## src/hdl/bf16_fpu_pkg.sv

```systemverilog
// shared bf16 constants and types; only round-to-nearest-even, subnormals are not represented
`default_nettype none

package bf16_fpu_pkg;

    //////////////////////////////
    // word format
    //////////////////////////////

    localparam int BF16_W   = 16;
    localparam int EXP_W    = 8;
    localparam int FRAC_W   = 7;
    // hidden bit included
    localparam int MANT_W   = 8;
    // guard, round, sticky below the mantissa
    localparam int GRS_W    = 3;
    localparam int EXP_BIAS = 127;
    localparam int EXP_MAX  = 255;
    // signed working exponent, headroom for over/underflow before packing
    localparam int XEXP_W   = 10;
    // leading zero count over a guarded mantissa
    localparam int LZ_W     = $clog2(MANT_W + GRS_W + 1);

    //////////////////////////////
    // special encodings
    //////////////////////////////

    localparam logic [BF16_W-1:0] CANON_QNAN = 16'h7FC0;
    localparam logic [BF16_W-1:0] POS_INF    = 16'h7F80;
    localparam logic [BF16_W-1:0] NEG_INF    = 16'hFF80;

    // operation select
    typedef enum logic [2:0] {
        OP_ADD = 3'd0,
        OP_SUB = 3'd1,
        OP_MUL = 3'd2,
        OP_EQ  = 3'd3,
        OP_LT  = 3'd4,
        OP_LE  = 3'd5
    } fpu_op_e;

    typedef struct packed {
        logic              sign;
        logic [EXP_W-1:0]  exp;
        logic [FRAC_W-1:0] frac;
    } bf16_fields_t;

    // raw view for ordering and specials, field view for unpacking
    typedef union packed {
        logic [BF16_W-1:0] raw;
        bf16_fields_t      fld;
    } bf16_u;

endpackage

`default_nettype wire

```

## src/hdl/bf16_operand_unpack.sv

```systemverilog
// splits a bf16 word; subnormals come out as zero of the same sign, NaN payload is ignored
`default_nettype none

module bf16_operand_unpack
    import bf16_fpu_pkg::*;
(
    input  bf16_u             word_i,
    output logic              sign_o,
    output logic [EXP_W-1:0]  exp_o,
    output logic [MANT_W-1:0] mant_o,
    output logic              is_zero_o,
    output logic              is_inf_o,
    output logic              is_nan_o
);

    logic exp_zero;
    logic exp_ones;
    logic frac_zero;

    assign exp_zero  = (word_i.fld.exp == '0);
    assign exp_ones  = (word_i.fld.exp == EXP_W'(EXP_MAX));
    assign frac_zero = (word_i.fld.frac == '0);

    assign sign_o    = word_i.fld.sign;
    // zero exponent covers true zero and flushed subnormals
    assign is_zero_o = exp_zero;
    assign is_inf_o  = exp_ones & frac_zero;
    assign is_nan_o  = exp_ones & ~frac_zero;

    assign exp_o  = word_i.fld.exp;
    // restore hidden bit, zero mantissa for flushed values
    assign mant_o = exp_zero ? '0 : {1'b1, word_i.fld.frac};

endmodule

`default_nettype wire

```

## src/hdl/bf16_addsub.sv

```systemverilog
// bf16 add/sub datapath; mant_o is left-aligned with 3 guard bits, exact zero results flagged special
`default_nettype none

module bf16_addsub
    import bf16_fpu_pkg::*;
(
    input  logic                          is_sub_i,
    input  logic                          sign_a_i,
    input  logic [EXP_W-1:0]              exp_a_i,
    input  logic [MANT_W-1:0]             mant_a_i,
    input  logic                          is_zero_a_i,
    input  logic                          is_inf_a_i,
    input  logic                          is_nan_a_i,
    input  logic                          sign_b_i,
    input  logic [EXP_W-1:0]              exp_b_i,
    input  logic [MANT_W-1:0]             mant_b_i,
    input  logic                          is_zero_b_i,
    input  logic                          is_inf_b_i,
    input  logic                          is_nan_b_i,
    output logic                          sign_o,
    output logic signed [XEXP_W-1:0]      exp_o,
    output logic [MANT_W+GRS_W-1:0]       mant_o,
    output logic                          is_special_o,
    output logic [BF16_W-1:0]             special_val_o
);

    logic                          sign_b_eff;
    logic                          a_ge_b;
    logic                          sign_big;
    logic                          sign_small;
    logic [EXP_W-1:0]              exp_big;
    logic [EXP_W-1:0]              exp_diff;
    logic [MANT_W-1:0]             mant_big;
    logic [MANT_W-1:0]             mant_small;
    logic [EXP_W-1:0]              shamt;
    logic [2*(MANT_W+GRS_W)-1:0]   small_wide;
    logic [MANT_W+GRS_W-1:0]       small_al;
    logic [MANT_W+GRS_W:0]         sum;
    logic [LZ_W-1:0]               lz;
    logic                          cancel;

    //////////////////////////////
    // operand ordering
    //////////////////////////////

    // subtract is add with b negated
    assign sign_b_eff = sign_b_i ^ is_sub_i;
    assign a_ge_b     = {exp_a_i, mant_a_i} >= {exp_b_i, mant_b_i};

    assign sign_big   = a_ge_b ? sign_a_i : sign_b_eff;
    assign sign_small = a_ge_b ? sign_b_eff : sign_a_i;
    assign exp_big    = a_ge_b ? exp_a_i : exp_b_i;
    assign exp_diff   = a_ge_b ? (exp_a_i - exp_b_i) : (exp_b_i - exp_a_i);
    assign mant_big   = a_ge_b ? mant_a_i : mant_b_i;
    assign mant_small = a_ge_b ? mant_b_i : mant_a_i;

    // beyond the guarded width everything lands in sticky
    assign shamt = (exp_diff > EXP_W'(MANT_W + GRS_W)) ? EXP_W'(MANT_W + GRS_W) : exp_diff;

    assign small_wide = {mant_small, {(MANT_W + 2*GRS_W){1'b0}}} >> shamt;
    assign small_al   = {small_wide[2*(MANT_W+GRS_W)-1 -: MANT_W+GRS_W-1],
                         small_wide[MANT_W+GRS_W] | (|small_wide[MANT_W+GRS_W-1:0])};

    assign sum = (sign_big ^ sign_small) ? {1'b0, mant_big, {GRS_W{1'b0}}} - {1'b0, small_al}
                                         : {1'b0, mant_big, {GRS_W{1'b0}}} + {1'b0, small_al};

    assign cancel = (sum == '0);

    //////////////////////////////
    // normalisation
    //////////////////////////////

    always_comb begin
        lz = '0;
        // last hit is the most significant one
        for (int i = 0; i < MANT_W + GRS_W; i++) begin
            if (sum[i]) begin
                lz = LZ_W'(MANT_W + GRS_W - 1 - i);
            end
        end
    end

    always_comb begin
        sign_o = sign_big;
        if (sum[MANT_W+GRS_W]) begin
            // carry out, shift right keeping sticky
            mant_o = {sum[MANT_W+GRS_W:2], sum[1] | sum[0]};
            exp_o  = XEXP_W'(exp_big) + XEXP_W'(1);
        end else begin
            mant_o = sum[MANT_W+GRS_W-1:0] << lz;
            exp_o  = XEXP_W'(exp_big) - XEXP_W'(lz);
        end
    end

    //////////////////////////////
    // special results
    //////////////////////////////

    always_comb begin
        is_special_o = 1'b1;
        if (is_nan_a_i | is_nan_b_i | (is_inf_a_i & is_inf_b_i & (sign_a_i ^ sign_b_eff))) begin
            special_val_o = CANON_QNAN;
        end else if (is_inf_a_i) begin
            special_val_o = sign_a_i ? NEG_INF : POS_INF;
        end else if (is_inf_b_i) begin
            special_val_o = sign_b_eff ? NEG_INF : POS_INF;
        end else if (cancel) begin
            // only -0 + -0 keeps the minus sign
            special_val_o = {is_zero_a_i & is_zero_b_i & sign_a_i & sign_b_eff,
                             {(BF16_W-1){1'b0}}};
        end else begin
            is_special_o  = 1'b0;
            special_val_o = '0;
        end
    end

endmodule

`default_nettype wire

```

## src/hdl/bf16_mul.sv

```systemverilog
// bf16 multiply datapath; exponent is unbounded here, range limits are applied when packing
`default_nettype none

module bf16_mul
    import bf16_fpu_pkg::*;
(
    input  logic                          sign_a_i,
    input  logic [EXP_W-1:0]              exp_a_i,
    input  logic [MANT_W-1:0]             mant_a_i,
    input  logic                          is_zero_a_i,
    input  logic                          is_inf_a_i,
    input  logic                          is_nan_a_i,
    input  logic                          sign_b_i,
    input  logic [EXP_W-1:0]              exp_b_i,
    input  logic [MANT_W-1:0]             mant_b_i,
    input  logic                          is_zero_b_i,
    input  logic                          is_inf_b_i,
    input  logic                          is_nan_b_i,
    output logic                          sign_o,
    output logic signed [XEXP_W-1:0]      exp_o,
    output logic [MANT_W+GRS_W-1:0]       mant_o,
    output logic                          is_special_o,
    output logic [BF16_W-1:0]             special_val_o
);

    logic [2*MANT_W-1:0] prod;
    logic                top;

    assign prod   = mant_a_i * mant_b_i;
    // product of two 1.x values lies in [1, 4)
    assign top    = prod[2*MANT_W-1];
    assign sign_o = sign_a_i ^ sign_b_i;

    assign exp_o = XEXP_W'(exp_a_i) + XEXP_W'(exp_b_i) - XEXP_W'(EXP_BIAS) + XEXP_W'(top);

    // keep 10 bits, fold the rest into sticky
    assign mant_o = top ? {prod[2*MANT_W-1 -: MANT_W+GRS_W-1], |prod[MANT_W-GRS_W:0]}
                        : {prod[2*MANT_W-2 -: MANT_W+GRS_W-1], |prod[MANT_W-GRS_W-1:0]};

    //////////////////////////////
    // special results
    //////////////////////////////

    always_comb begin
        is_special_o = 1'b1;
        if (is_nan_a_i | is_nan_b_i | (is_inf_a_i & is_zero_b_i) | (is_zero_a_i & is_inf_b_i)) begin
            special_val_o = CANON_QNAN;
        end else if (is_inf_a_i | is_inf_b_i) begin
            special_val_o = sign_o ? NEG_INF : POS_INF;
        end else if (is_zero_a_i | is_zero_b_i) begin
            special_val_o = {sign_o, {(BF16_W-1){1'b0}}};
        end else begin
            is_special_o  = 1'b0;
            special_val_o = '0;
        end
    end

endmodule

`default_nettype wire

```

## src/hdl/bf16_cmp.sv

```systemverilog
// bf16 compare; +0 equals -0, subnormals count as zero, any NaN operand answers 0
`default_nettype none

module bf16_cmp
    import bf16_fpu_pkg::*;
(
    input  fpu_op_e opcode_i,
    input  logic    sign_a_i,
    input  logic    is_zero_a_i,
    input  logic    is_nan_a_i,
    input  bf16_u   a_i,
    input  logic    sign_b_i,
    input  logic    is_zero_b_i,
    input  logic    is_nan_b_i,
    input  bf16_u   b_i,
    output logic    lt_eq_o
);

    logic [BF16_W-2:0] mag_a;
    logic [BF16_W-2:0] mag_b;
    logic              both_zero;
    logic              eq;
    logic              lt;

    // flushed values order as zero
    assign mag_a     = is_zero_a_i ? '0 : a_i.raw[BF16_W-2:0];
    assign mag_b     = is_zero_b_i ? '0 : b_i.raw[BF16_W-2:0];
    assign both_zero = is_zero_a_i & is_zero_b_i;

    assign eq = both_zero | ((mag_a == mag_b) & (sign_a_i == sign_b_i));

    always_comb begin
        if (both_zero) begin
            lt = 1'b0;
        end else if (sign_a_i != sign_b_i) begin
            lt = sign_a_i;
        end else begin
            // negative values order by reversed magnitude
            lt = sign_a_i ? (mag_a > mag_b) : (mag_a < mag_b);
        end
    end

    always_comb begin
        case (opcode_i)
            OP_EQ:   lt_eq_o = eq;
            OP_LT:   lt_eq_o = lt;
            OP_LE:   lt_eq_o = lt | eq;
            default: lt_eq_o = 1'b0;
        endcase
        if (is_nan_a_i | is_nan_b_i) begin
            lt_eq_o = 1'b0;
        end
    end

endmodule

`default_nettype wire

```

## src/hdl/bf16_round_pack.sv

```systemverilog
// round-to-nearest-even and pack; expects mant_i normalised with its leading one at the top bit
`default_nettype none

module bf16_round_pack
    import bf16_fpu_pkg::*;
(
    input  logic                        sign_i,
    input  logic signed [XEXP_W-1:0]    exp_i,
    input  logic [MANT_W+GRS_W-1:0]     mant_i,
    output bf16_u                       word_o
);

    logic                     guard;
    logic                     rest;
    logic                     lsb;
    logic                     round_up;
    logic [MANT_W:0]          rounded;
    logic signed [XEXP_W-1:0] exp_r;
    logic [FRAC_W-1:0]        frac_r;

    assign lsb   = mant_i[GRS_W];
    assign guard = mant_i[GRS_W-1];
    assign rest  = |mant_i[GRS_W-2:0];

    // ties go to the even mantissa
    assign round_up = guard & (rest | lsb);
    assign rounded  = {1'b0, mant_i[MANT_W+GRS_W-1:GRS_W]} + (MANT_W+1)'(round_up);

    // carry out of rounding bumps the exponent
    assign exp_r  = exp_i + XEXP_W'(rounded[MANT_W]);
    // a carry out leaves the fraction bits at zero
    assign frac_r = rounded[FRAC_W-1:0];

    always_comb begin
        if (exp_r >= EXP_MAX) begin
            word_o.raw = sign_i ? NEG_INF : POS_INF;
        end else if (exp_r <= 0) begin
            // flush below the normal range
            word_o.raw = {sign_i, {(BF16_W-1){1'b0}}};
        end else begin
            word_o.fld.sign = sign_i;
            word_o.fld.exp  = exp_r[EXP_W-1:0];
            word_o.fld.frac = frac_r;
        end
    end

endmodule

`default_nettype wire

```

## src/hdl/bf16_fpu.sv

```systemverilog
// bf16 FPU top; one operation per clock, result one cycle after valid_i, no back-pressure
`default_nettype none

module bf16_fpu
    import bf16_fpu_pkg::*;
(
    input  logic              clk,
    input  logic              reset_i,
    input  logic              valid_i,
    input  fpu_op_e           opcode_i,
    input  logic [BF16_W-1:0] op_a_i,
    input  logic [BF16_W-1:0] op_b_i,
    output logic [BF16_W-1:0] result_o,
    output logic              result_valid_o
);

    bf16_u                    word_a;
    bf16_u                    word_b;
    logic                     sign_a, zero_a, inf_a, nan_a;
    logic                     sign_b, zero_b, inf_b, nan_b;
    logic [EXP_W-1:0]         exp_a, exp_b;
    logic [MANT_W-1:0]        mant_a, mant_b;

    logic                     as_sign, mul_sign, rp_sign;
    logic signed [XEXP_W-1:0] as_exp, mul_exp, rp_exp;
    logic [MANT_W+GRS_W-1:0]  as_mant, mul_mant, rp_mant;
    logic                     as_special, mul_special, sel_special;
    logic [BF16_W-1:0]        as_special_val, mul_special_val, sel_special_val;

    logic                     use_mul;
    logic                     cmp_bit;
    bf16_u                    packed_word;
    logic [BF16_W-1:0]        result_d;

    assign word_a.raw = op_a_i;
    assign word_b.raw = op_b_i;

    bf16_operand_unpack u_unpack_a (
        .word_i(word_a), .sign_o(sign_a), .exp_o(exp_a), .mant_o(mant_a),
        .is_zero_o(zero_a), .is_inf_o(inf_a), .is_nan_o(nan_a)
    );

    bf16_operand_unpack u_unpack_b (
        .word_i(word_b), .sign_o(sign_b), .exp_o(exp_b), .mant_o(mant_b),
        .is_zero_o(zero_b), .is_inf_o(inf_b), .is_nan_o(nan_b)
    );

    //////////////////////////////
    // arithmetic paths
    //////////////////////////////

    bf16_addsub u_addsub (
        .is_sub_i(opcode_i == OP_SUB),
        .sign_a_i(sign_a), .exp_a_i(exp_a), .mant_a_i(mant_a),
        .is_zero_a_i(zero_a), .is_inf_a_i(inf_a), .is_nan_a_i(nan_a),
        .sign_b_i(sign_b), .exp_b_i(exp_b), .mant_b_i(mant_b),
        .is_zero_b_i(zero_b), .is_inf_b_i(inf_b), .is_nan_b_i(nan_b),
        .sign_o(as_sign), .exp_o(as_exp), .mant_o(as_mant),
        .is_special_o(as_special), .special_val_o(as_special_val)
    );

    bf16_mul u_mul (
        .sign_a_i(sign_a), .exp_a_i(exp_a), .mant_a_i(mant_a),
        .is_zero_a_i(zero_a), .is_inf_a_i(inf_a), .is_nan_a_i(nan_a),
        .sign_b_i(sign_b), .exp_b_i(exp_b), .mant_b_i(mant_b),
        .is_zero_b_i(zero_b), .is_inf_b_i(inf_b), .is_nan_b_i(nan_b),
        .sign_o(mul_sign), .exp_o(mul_exp), .mant_o(mul_mant),
        .is_special_o(mul_special), .special_val_o(mul_special_val)
    );

    bf16_cmp u_cmp (
        .opcode_i(opcode_i),
        .sign_a_i(sign_a), .is_zero_a_i(zero_a), .is_nan_a_i(nan_a), .a_i(word_a),
        .sign_b_i(sign_b), .is_zero_b_i(zero_b), .is_nan_b_i(nan_b), .b_i(word_b),
        .lt_eq_o(cmp_bit)
    );

    // one rounder shared by both paths
    assign use_mul         = (opcode_i == OP_MUL);
    assign rp_sign         = use_mul ? mul_sign : as_sign;
    assign rp_exp          = use_mul ? mul_exp : as_exp;
    assign rp_mant         = use_mul ? mul_mant : as_mant;
    assign sel_special     = use_mul ? mul_special : as_special;
    assign sel_special_val = use_mul ? mul_special_val : as_special_val;

    bf16_round_pack u_round_pack (
        .sign_i(rp_sign), .exp_i(rp_exp), .mant_i(rp_mant), .word_o(packed_word)
    );

    //////////////////////////////
    // result select and register
    //////////////////////////////

    always_comb begin
        case (opcode_i)
            OP_ADD, OP_SUB, OP_MUL: result_d = sel_special ? sel_special_val : packed_word.raw;
            OP_EQ, OP_LT, OP_LE:    result_d = {{(BF16_W-1){1'b0}}, cmp_bit};
            default:                result_d = '0;
        endcase
    end

    always_ff @(posedge clk) begin
        if (reset_i) begin
            result_o       <= '0;
            result_valid_o <= 1'b0;
        end else begin
            result_valid_o <= valid_i;
            // hold last result between strobes
            if (valid_i) begin
                result_o <= result_d;
            end
        end
    end

endmodule

`default_nettype wire

```

## config.mk

```make
export PLATFORM = sky130hd
export DESIGN_NAME = bf16_fpu
export DESIGN_NICKNAME = d
export VERILOG_FILES = /design/src/hdl/bf16_fpu_pkg.sv /design/src/hdl/bf16_operand_unpack.sv /design/src/hdl/bf16_addsub.sv /design/src/hdl/bf16_mul.sv /design/src/hdl/bf16_cmp.sv /design/src/hdl/bf16_round_pack.sv /design/src/hdl/bf16_fpu.sv
export SDC_FILE = /design/constraint.sdc
export NUM_CORES = 1
export LEC_CHECK = 0
export BUFFER_PORTS_ARGS = -buffer_cell sky130_fd_sc_hd__buf_2
export CAP_MARGIN = 40
export CELL_PAD_IN_SITES_DETAIL_PLACEMENT = 0
export CELL_PAD_IN_SITES_GLOBAL_PLACEMENT = 2
export CORE_ASPECT_RATIO = 0.5
export CORE_MARGIN = 5
export CORE_UTILIZATION = 34
export DETAILED_ROUTE_END_ITERATION = 10
export PLACE_DENSITY = 0.81
export SYNTH_ARGS = -nofsm -noshare
export SYNTH_HDL_FRONTEND = slang
export SYNTH_SLANG_ARGS = --single-unit
```

## constraint.sdc

```tcl
create_clock -name clk -period 11.25 [get_ports clk]
set_input_delay 1.6875 -clock clk [delete_from_list [all_inputs] [get_ports clk]]
set_output_delay 1.6875 -clock clk [all_outputs]
set_load 0.1 [all_outputs]
```

== Word-level counts from Yosys, hierarchy flattened ==
Cells that the tools add are included.
Word-level totals
  flip-flop bits (word level): 17
  bits in latches: 0
  memory bits (writable): 0
  bits in read-only memories: 0
  output and inout bits: 17
  word-level logic and storage cells: 132
  memories: 0
Cells by class
  $add $sub $neg: 11
  $mul: 1
  div/mod/pow operators: 0
  magnitude comparators: 6
  equal/unequal tests: 10
  shift-type cells: 2
  muxes and demuxes: 58
  bitwise operators: 30
  reduce and logical (&&, ||, !) cells: 12
Operator list (count)
  $mux 16: 14
  $mux 8: 7
  $mux 15: 3
  $mux 4: 11
  $mux 11: 3
  $pmux 16 s2: 1
  $shr 22x8->22: 1
  $add 10x1->10: 2
  $mux 10: 2
  $eq 8x8->1 const B: 2
  $ge 16x16->1: 1
  $logic_not 8->1: 2
  $mul 8x8->16: 1
  $sub 8x8->8: 2
  $eq 15x15->1: 1
  $gt 15x15->1: 1
  $lt 15x15->1: 1
  $mux 1: 15
  $logic_not 7->1: 2
  $and 1x1->1: 13
  $add 11x11->12: 1
  $logic_not 12->1: 1
  $mux 12: 1
  $sub 11x11->12: 1
  other kinds (24): 41

== Depth between registers and ports, before layout ==
  depth in word-level cells: 35
  gate-level depth with buffers: 52
  gate-level depth less buffers: 48

== Modules after synthesis ==
Synthesis repeated with hierarchy kept, for this count alone.
Unflattened totals
  cells, all modules: 1307
  area total of the unflattened synthesis: 9923.3 um2
By module, submodules not included
  bf16_addsub: times used 1, cells an instance 622, area an instance 4242.8 um2
  bf16_mul: times used 1, cells an instance 330, area an instance 2916.5 um2
  bf16_fpu: times used 1, cells an instance 127, area an instance 1091.0 um2
  bf16_round_pack: times used 1, cells an instance 90, area an instance 640.6 um2
  bf16_cmp: times used 1, cells an instance 82, area an instance 599.3 um2
  bf16_operand_unpack: times used 2, cells an instance 28, area an instance 216.5 um2

== Worst setup path before layout ==
OpenSTA, ideal clock, no wires.
  kind: input -> register
  start: input op_a_i[8]
  end: register result_o[12]
  setup time: 120 ps
  arrival: 11135 ps
  slack: -5 ps
  stages on the path: 49
  cells stage by stage: or4_1 or2_1 clkbuf_1 clkbuf_1 nand2_1 inv_1 ha_1 inv_1 a221oi_1 a2111oi_4 nor3_4 mux2_4 o21ai_2 buf_6 a21oi_1 or2_1 mux2_2 nand2b_1 (+13 left out) o211ai_4 buf_6 mux2i_1 o2111ai_1 a32o_1 nor3b_2 nand4_2 nor3_1 ha_1 ha_1 nand2_1 a31oi_1 o21a_1 nand3_1 xor2_1 o211ai_2 o211a_2 a211o_1
Between the ends
  word-level cells in the longest chain between the ends: 35
  elaborated cells between the ends (all ways): 84
  classes of those cells: add/sub: 11; mul: 1; order compare: 4; eq/ne: 1; shift: 2; mux: 42; bitwise: 17; reduce/logical: 6
Ends and longest elaborated chain
  from (decl): line bf16_fpu.sv:11  | input logic [BF16_W-1:0] op_a_i,
  $logic_not 8->1: line bf16_operand_unpack.sv:20  | assign exp_zero = (word_i.fld.exp == '0);
  $mux 8: line bf16_operand_unpack.sv:32  | assign mant_o = exp_zero ? '0 : {1'b1, word_i.fld.frac};
  $ge 16x16->1: line bf16_addsub.sv:48  | assign a_ge_b = {exp_a_i, mant_a_i} >= {exp_b_i, mant_b_i};
  $mux 8: line bf16_addsub.sv:53  | assign exp_diff = a_ge_b ? (exp_a_i - exp_b_i) : (exp_b_i - exp_a_i);
  $gt 8x4->1: line bf16_addsub.sv:58  | assign shamt = (exp_diff > EXP_W'(MANT_W + GRS_W)) ? EXP_W'(MANT_W + GRS_W) : exp_diff;
  $mux 8: line bf16_addsub.sv:58
  $shr 22x8->22: line bf16_addsub.sv:60  | assign small_wide = {mant_small, {(MANT_W + 2*GRS_W){1'b0}}} >> shamt;
  $reduce_or 11->1: line bf16_addsub.sv:62  | small_wide[MANT_W+GRS_W] | (|small_wide[MANT_W+GRS_W-1:0])};
  (+19 left out)
  $and 1x1->1: line bf16_round_pack.sv:26  | assign round_up = guard & (rest | lsb);
  $add 8x1->9: line bf16_round_pack.sv:27  | assign rounded = {1'b0, mant_i[MANT_W+GRS_W-1:GRS_W]} + (MANT_W+1)'(round_up);
  $add 10x1->10: line bf16_round_pack.sv:30  | assign exp_r = exp_i + XEXP_W'(rounded[MANT_W]);
  $le 10x1->1: line bf16_round_pack.sv:37  | end else if (exp_r <= 0) begin
  $mux 15: line bf16_round_pack.sv:37
  $mux 16: line bf16_round_pack.sv:35  | if (exp_r >= EXP_MAX) begin
  $mux 16 (*): line bf16_fpu.sv:96  | OP_ADD, OP_SUB, OP_MUL: result_d = sel_special ? sel_special_val : packed_word.raw;
  $pmux 16 s2 (*): line bf16_fpu.sv:95  | case (opcode_i)
  to (signal assigned): line bf16_fpu.sv:110  | result_o <= result_d;
  to (decl): line bf16_fpu.sv:13  | output logic [BF16_W-1:0] result_o,
Mark *: on every way between the ends. The rest lies on a longest branch, timed or not.
A chain may end at the register's enable or synchronous reset.

== Worst setup path after layout ==
  start: input op_b_i[13]
  end: register result_o[14]
Between the ends
  word-level cells in the longest chain between the ends: 35
  elaborated cells between the ends (all ways): 85
  classes of those cells: add/sub: 11; mul: 1; order compare: 4; eq/ne: 1; shift: 2; mux: 43; bitwise: 17; reduce/logical: 6
Ends and longest elaborated chain
  from (decl): line bf16_fpu.sv:12  | input logic [BF16_W-1:0] op_b_i,
  $logic_not 8->1: line bf16_operand_unpack.sv:20
  $mux 8: line bf16_operand_unpack.sv:32
  $ge 16x16->1: line bf16_addsub.sv:48
  $mux 8: line bf16_addsub.sv:53
  $gt 8x4->1: line bf16_addsub.sv:58
  $mux 8: line bf16_addsub.sv:58
  $shr 22x8->22: line bf16_addsub.sv:60
  $reduce_or 11->1: line bf16_addsub.sv:62
  (+19 left out)
  $and 1x1->1: line bf16_round_pack.sv:26
  $add 8x1->9: line bf16_round_pack.sv:27
  $add 10x1->10: line bf16_round_pack.sv:30
  $le 10x1->1: line bf16_round_pack.sv:37
  $mux 15: line bf16_round_pack.sv:37
  $mux 16: line bf16_round_pack.sv:35
  $mux 16 (*): line bf16_fpu.sv:96
  $pmux 16 s2 (*): line bf16_fpu.sv:95
Marks and branches as above.

==> metrics.md <==
| Metric | Value |
|---|---|
| Status | `completed` |
| Per-cell routed wire length | `between 20 and 25 µm` |
| Max Slew Vio Count | `0` |
| Synthesized instance count | `1257` |
| Reg power frac | `0.046` |
| Clock power share | `0.046` |
| CTS Buf Count | `3` |
| Most numerous cell in the Yosys netlist | `inv_1` |
| I/O Pins | `55` |
| Skew-Pair Late Insertion Delay | `approximately 250 ps` |
| Clock transition at path regs | `about 50 ps` |
| Post-synthesis mux area share | `0.0537` |
| Syn nets | `1446` |
| Pin count of the biggest net entering global routing | `32` |
| Post-synthesis compound-gate area fraction | `0.272` |
| Crit path max fanout | `9` |
| Overflow after GRT | `0` |
| Mean area per synthesized cell | `7.24 µm²` |
| Final Wtd Congestion | `between 0.9 and 1` |
| Tmin final | `10750 ps` |
| Vias per cell | `5.58` |
| Slowest CP cell | `or4_4` |
| Mapped cell area | `between 0.009 and 0.01 mm²` |
| PD cells | `~130 mW/mm²` |
| Peak VDD IR | `about 0.00013 V` |
| Combinational share of power | `0.908` |
| Dpl cells | `roughly 1800` |
| Vias in the first global route | `around 9400` |
| Dominant cell type by area after synthesis | `ha_1` |
| Initial Util | `0.345` |
| Top cell family by delay on the critical path | `compound AO/OA/AOI/OAI gates` |
| Distinct cell type count after synthesis | `107` |
| FP Rows | `42` |
| Synth Warn # | `0` |
| Chip width | `241 µm` |
| Number of clock sinks | `17` |
| CP Data Arrival Time | `10880 ps` |
| Period Utilization, post-route | `0.955` |
| Total power | `around 1.5 mW` |
| Simple-gate share of the synthesized area | `0.250` |
| Crit end category | `flop` |
| Max_cap viols | `0` |
| Hold Slack | `between 400 and 500 ps` |
| Via count | `9975` |
| Largest family of logic cells by synthesized area | `compound AO/OA/AOI/OAI gates` |
| Dominant synthesized flop cell | `dfxtp_1` |
| Psw | `0.840 mW` |
| Fmax | `approximately 0.093 GHz` |
| Yosys top cell area share | `0.151` |
| WS Path Type | `in2reg` |
| Number of flops mapped to enable cells by yosys | `0` |
| Final Hold Viols | `0` |
| CP Data Required Time | `11380 ps` |
| Worst Setup Start Kind | `input port` |
| Initial drt markers | `869` |
| First-pass GRT wire length | `54000 µm` |
| Synth cell count leaders | `141 x inv_1, 112 x nand2_1, 110 x ha_1, 107 x nor2_1, 86 x a21oi_1` |
| H-tree levels | `1` |
| Switching Share | `0.556` |
| Worst Max-Slew Pin Slew | `about 870 ps` |
| Area Growth Syn to Fin | `23.4%` |
| Die area | `between 0.03 and 0.04 mm²` |
| Initial antenna violation count | `1` |
| Post-synthesis sequential area ratio | `0.0374` |
| Core area | `between 0.02 and 0.03 mm²` |
| Main area contributors after synthesis | `ha_1 15%, fa_1 9.0%, inv_1 5.8%, a21oi_1 4.7%, nand2_1 4.6%` |
| Initial DRT Pass Iterations | `5` |
| Non-filler cells, final | `1788` |
| Port bufs | `54` |
| Routed WL | `about 36000 µm` |
| Clk root buf | `clkbuf_16` |
| DP Wirelength | `between 20000 and 30000 µm` |
| Max clock buf depth | `2` |
| Clock tree from TritonCTS | `yes` |
| Synth Register Bits | `17` |
| Max transition margin | `0.412` |
| Skew final | `0 ps` |
| FFs w/ async S/R, synth | `0` |
| DR DRC count | `0` |
| Setup violators final | `0` |
| Post-Synth XOR/XNOR Area | `0.0537` |
| Sum Neg Setup Slack | `0 ps` |
| Crit path top cell by count | `nand2b_1` |
| WP buf/inv | `6` |
| Worst Hold Class | `reg2reg` |
| Antenna viol nets, final | `0` |
| Leakage power | `approximately 5.3 nW` |
| Antenna cells | `0` |
| Internal Power | `approximately 0.67 mW` |
| Layout cells sized above 1 | `0.246` |
| CTS Hold Bufs | `0` |
| Die Ht | `126 µm` |
| All-Layer GR Usage | `0.222` |
| Max incr delay on CP | `570 ps` |
| Fin nets | `between 1500 and 2000` |
| Post-Synth Adder-Cell Area | `0.241` |
state kept, by name (all words and copies together), names as in the netlist:
register        flops
result_o           16
result_valid_o      1
area by class of cell:
cell class              count  area (µm²)
flip-flops and latches     17         340
well taps                 352         440
inverters                 147         554
repair buffers            231        1610
multi-input cells        1037        8210
clock buffers               4        78.8
fillers                  2760       15200
repair_timing:
item | CTS | global route
gates resized for setup | 0 | 66
buffers inserted | 0 | 8
setup endpoints to repair | 0 | 15
per-layer routing:
| metal | track usage | part of all wire |
|---|---|---|
| met5 | 0 | 0 |
| met4 | 0.0530 | 0.025 |
| met3 | 0.0218 | 0.064 |
| met2 | 0.337 | 0.43 |
| met1 | 0.337 | 0.48 |
tightest hold or removal path, stage by stage (launching register included):
cell and delay [ps]:
dfxtp_1 300, nand2_1 50, o21ai_1 50
cells in the final DEF (no fill, tap or decap), drive strengths merged, types with 10 or more instances in the layout:
| master | instances |
|---|---|
| a21o | 20 |
| ha | 110 |
| and3 | 22 |
| mux2i | 38 |
| o21bai | 16 |
| nand2 | 112 |
| and2 | 29 |
| a21oi | 89 |
| nor2 | 107 |
| buf | 230 |
| a31oi | 18 |
| dfxtp | 17 |
| nand2b | 18 |
| fa | 41 |
| nand4 | 17 |
| xor2 | 20 |
| nand3 | 33 |
| inv | 143 |
| o211ai | 13 |
| nor2b | 13 |
| nor4 | 10 |
| nor3 | 27 |
| xnor2 | 35 |
| or2 | 16 |
| or3 | 15 |
| o21ai | 72 |
kinds of logic after synthesis:
| family | count (synthesis) |
|---|---|
| AND/OR/NAND/NOR | 442 |
| AO/OA/AOI/OAI | 341 |
| buffers and inverters | 205 |
| adder cells (fa/ha/maj) | 151 |
| XOR/XNOR | 55 |
| multiplexers | 46 |
| flip-flops | 17 |
through the flow:
step                       util  setup WS [ps]  instance area, µm²
after floorplan               -            110                9110
after global placement    0.409           -115               10800
after detailed placement  0.409           -165               10800
after CTS                 0.412           57.2               10900
after global routing      0.425           -106               11200
final                     0.425            502               11200
path summary, 6_finish.rpt:
check	from	endpoint	slack, ps	cells after the start
worst min-delay path	result_o[1]$_SDFFE_PP0P_	result_o[1]$_SDFFE_PP0P_	450	2
worst min register to register	result_o[1]$_SDFFE_PP0P_	result_o[1]$_SDFFE_PP0P_	450	2
worst max-delay path	op_b_i[13]	result_o[14]$_SDFFE_PP0P_	500	47
worst max register to register	result_o[6]$_SDFFE_PP0P_	result_o[6]$_SDFFE_PP0P_	10340	4
power by group through the flow:
stage	registers, mW	clock network [mW]	logic, mW
after detailed placement	0.0709	0	1.30
after global routing	0.0703	0.0745	1.49
after global placement	0.0706	0	1.30
final	0.0697	0.0697	1.37
after CTS	0.0698	0.0707	1.31
after floorplan	0.115	0	0.774
(Power assumes the default switching activity.)
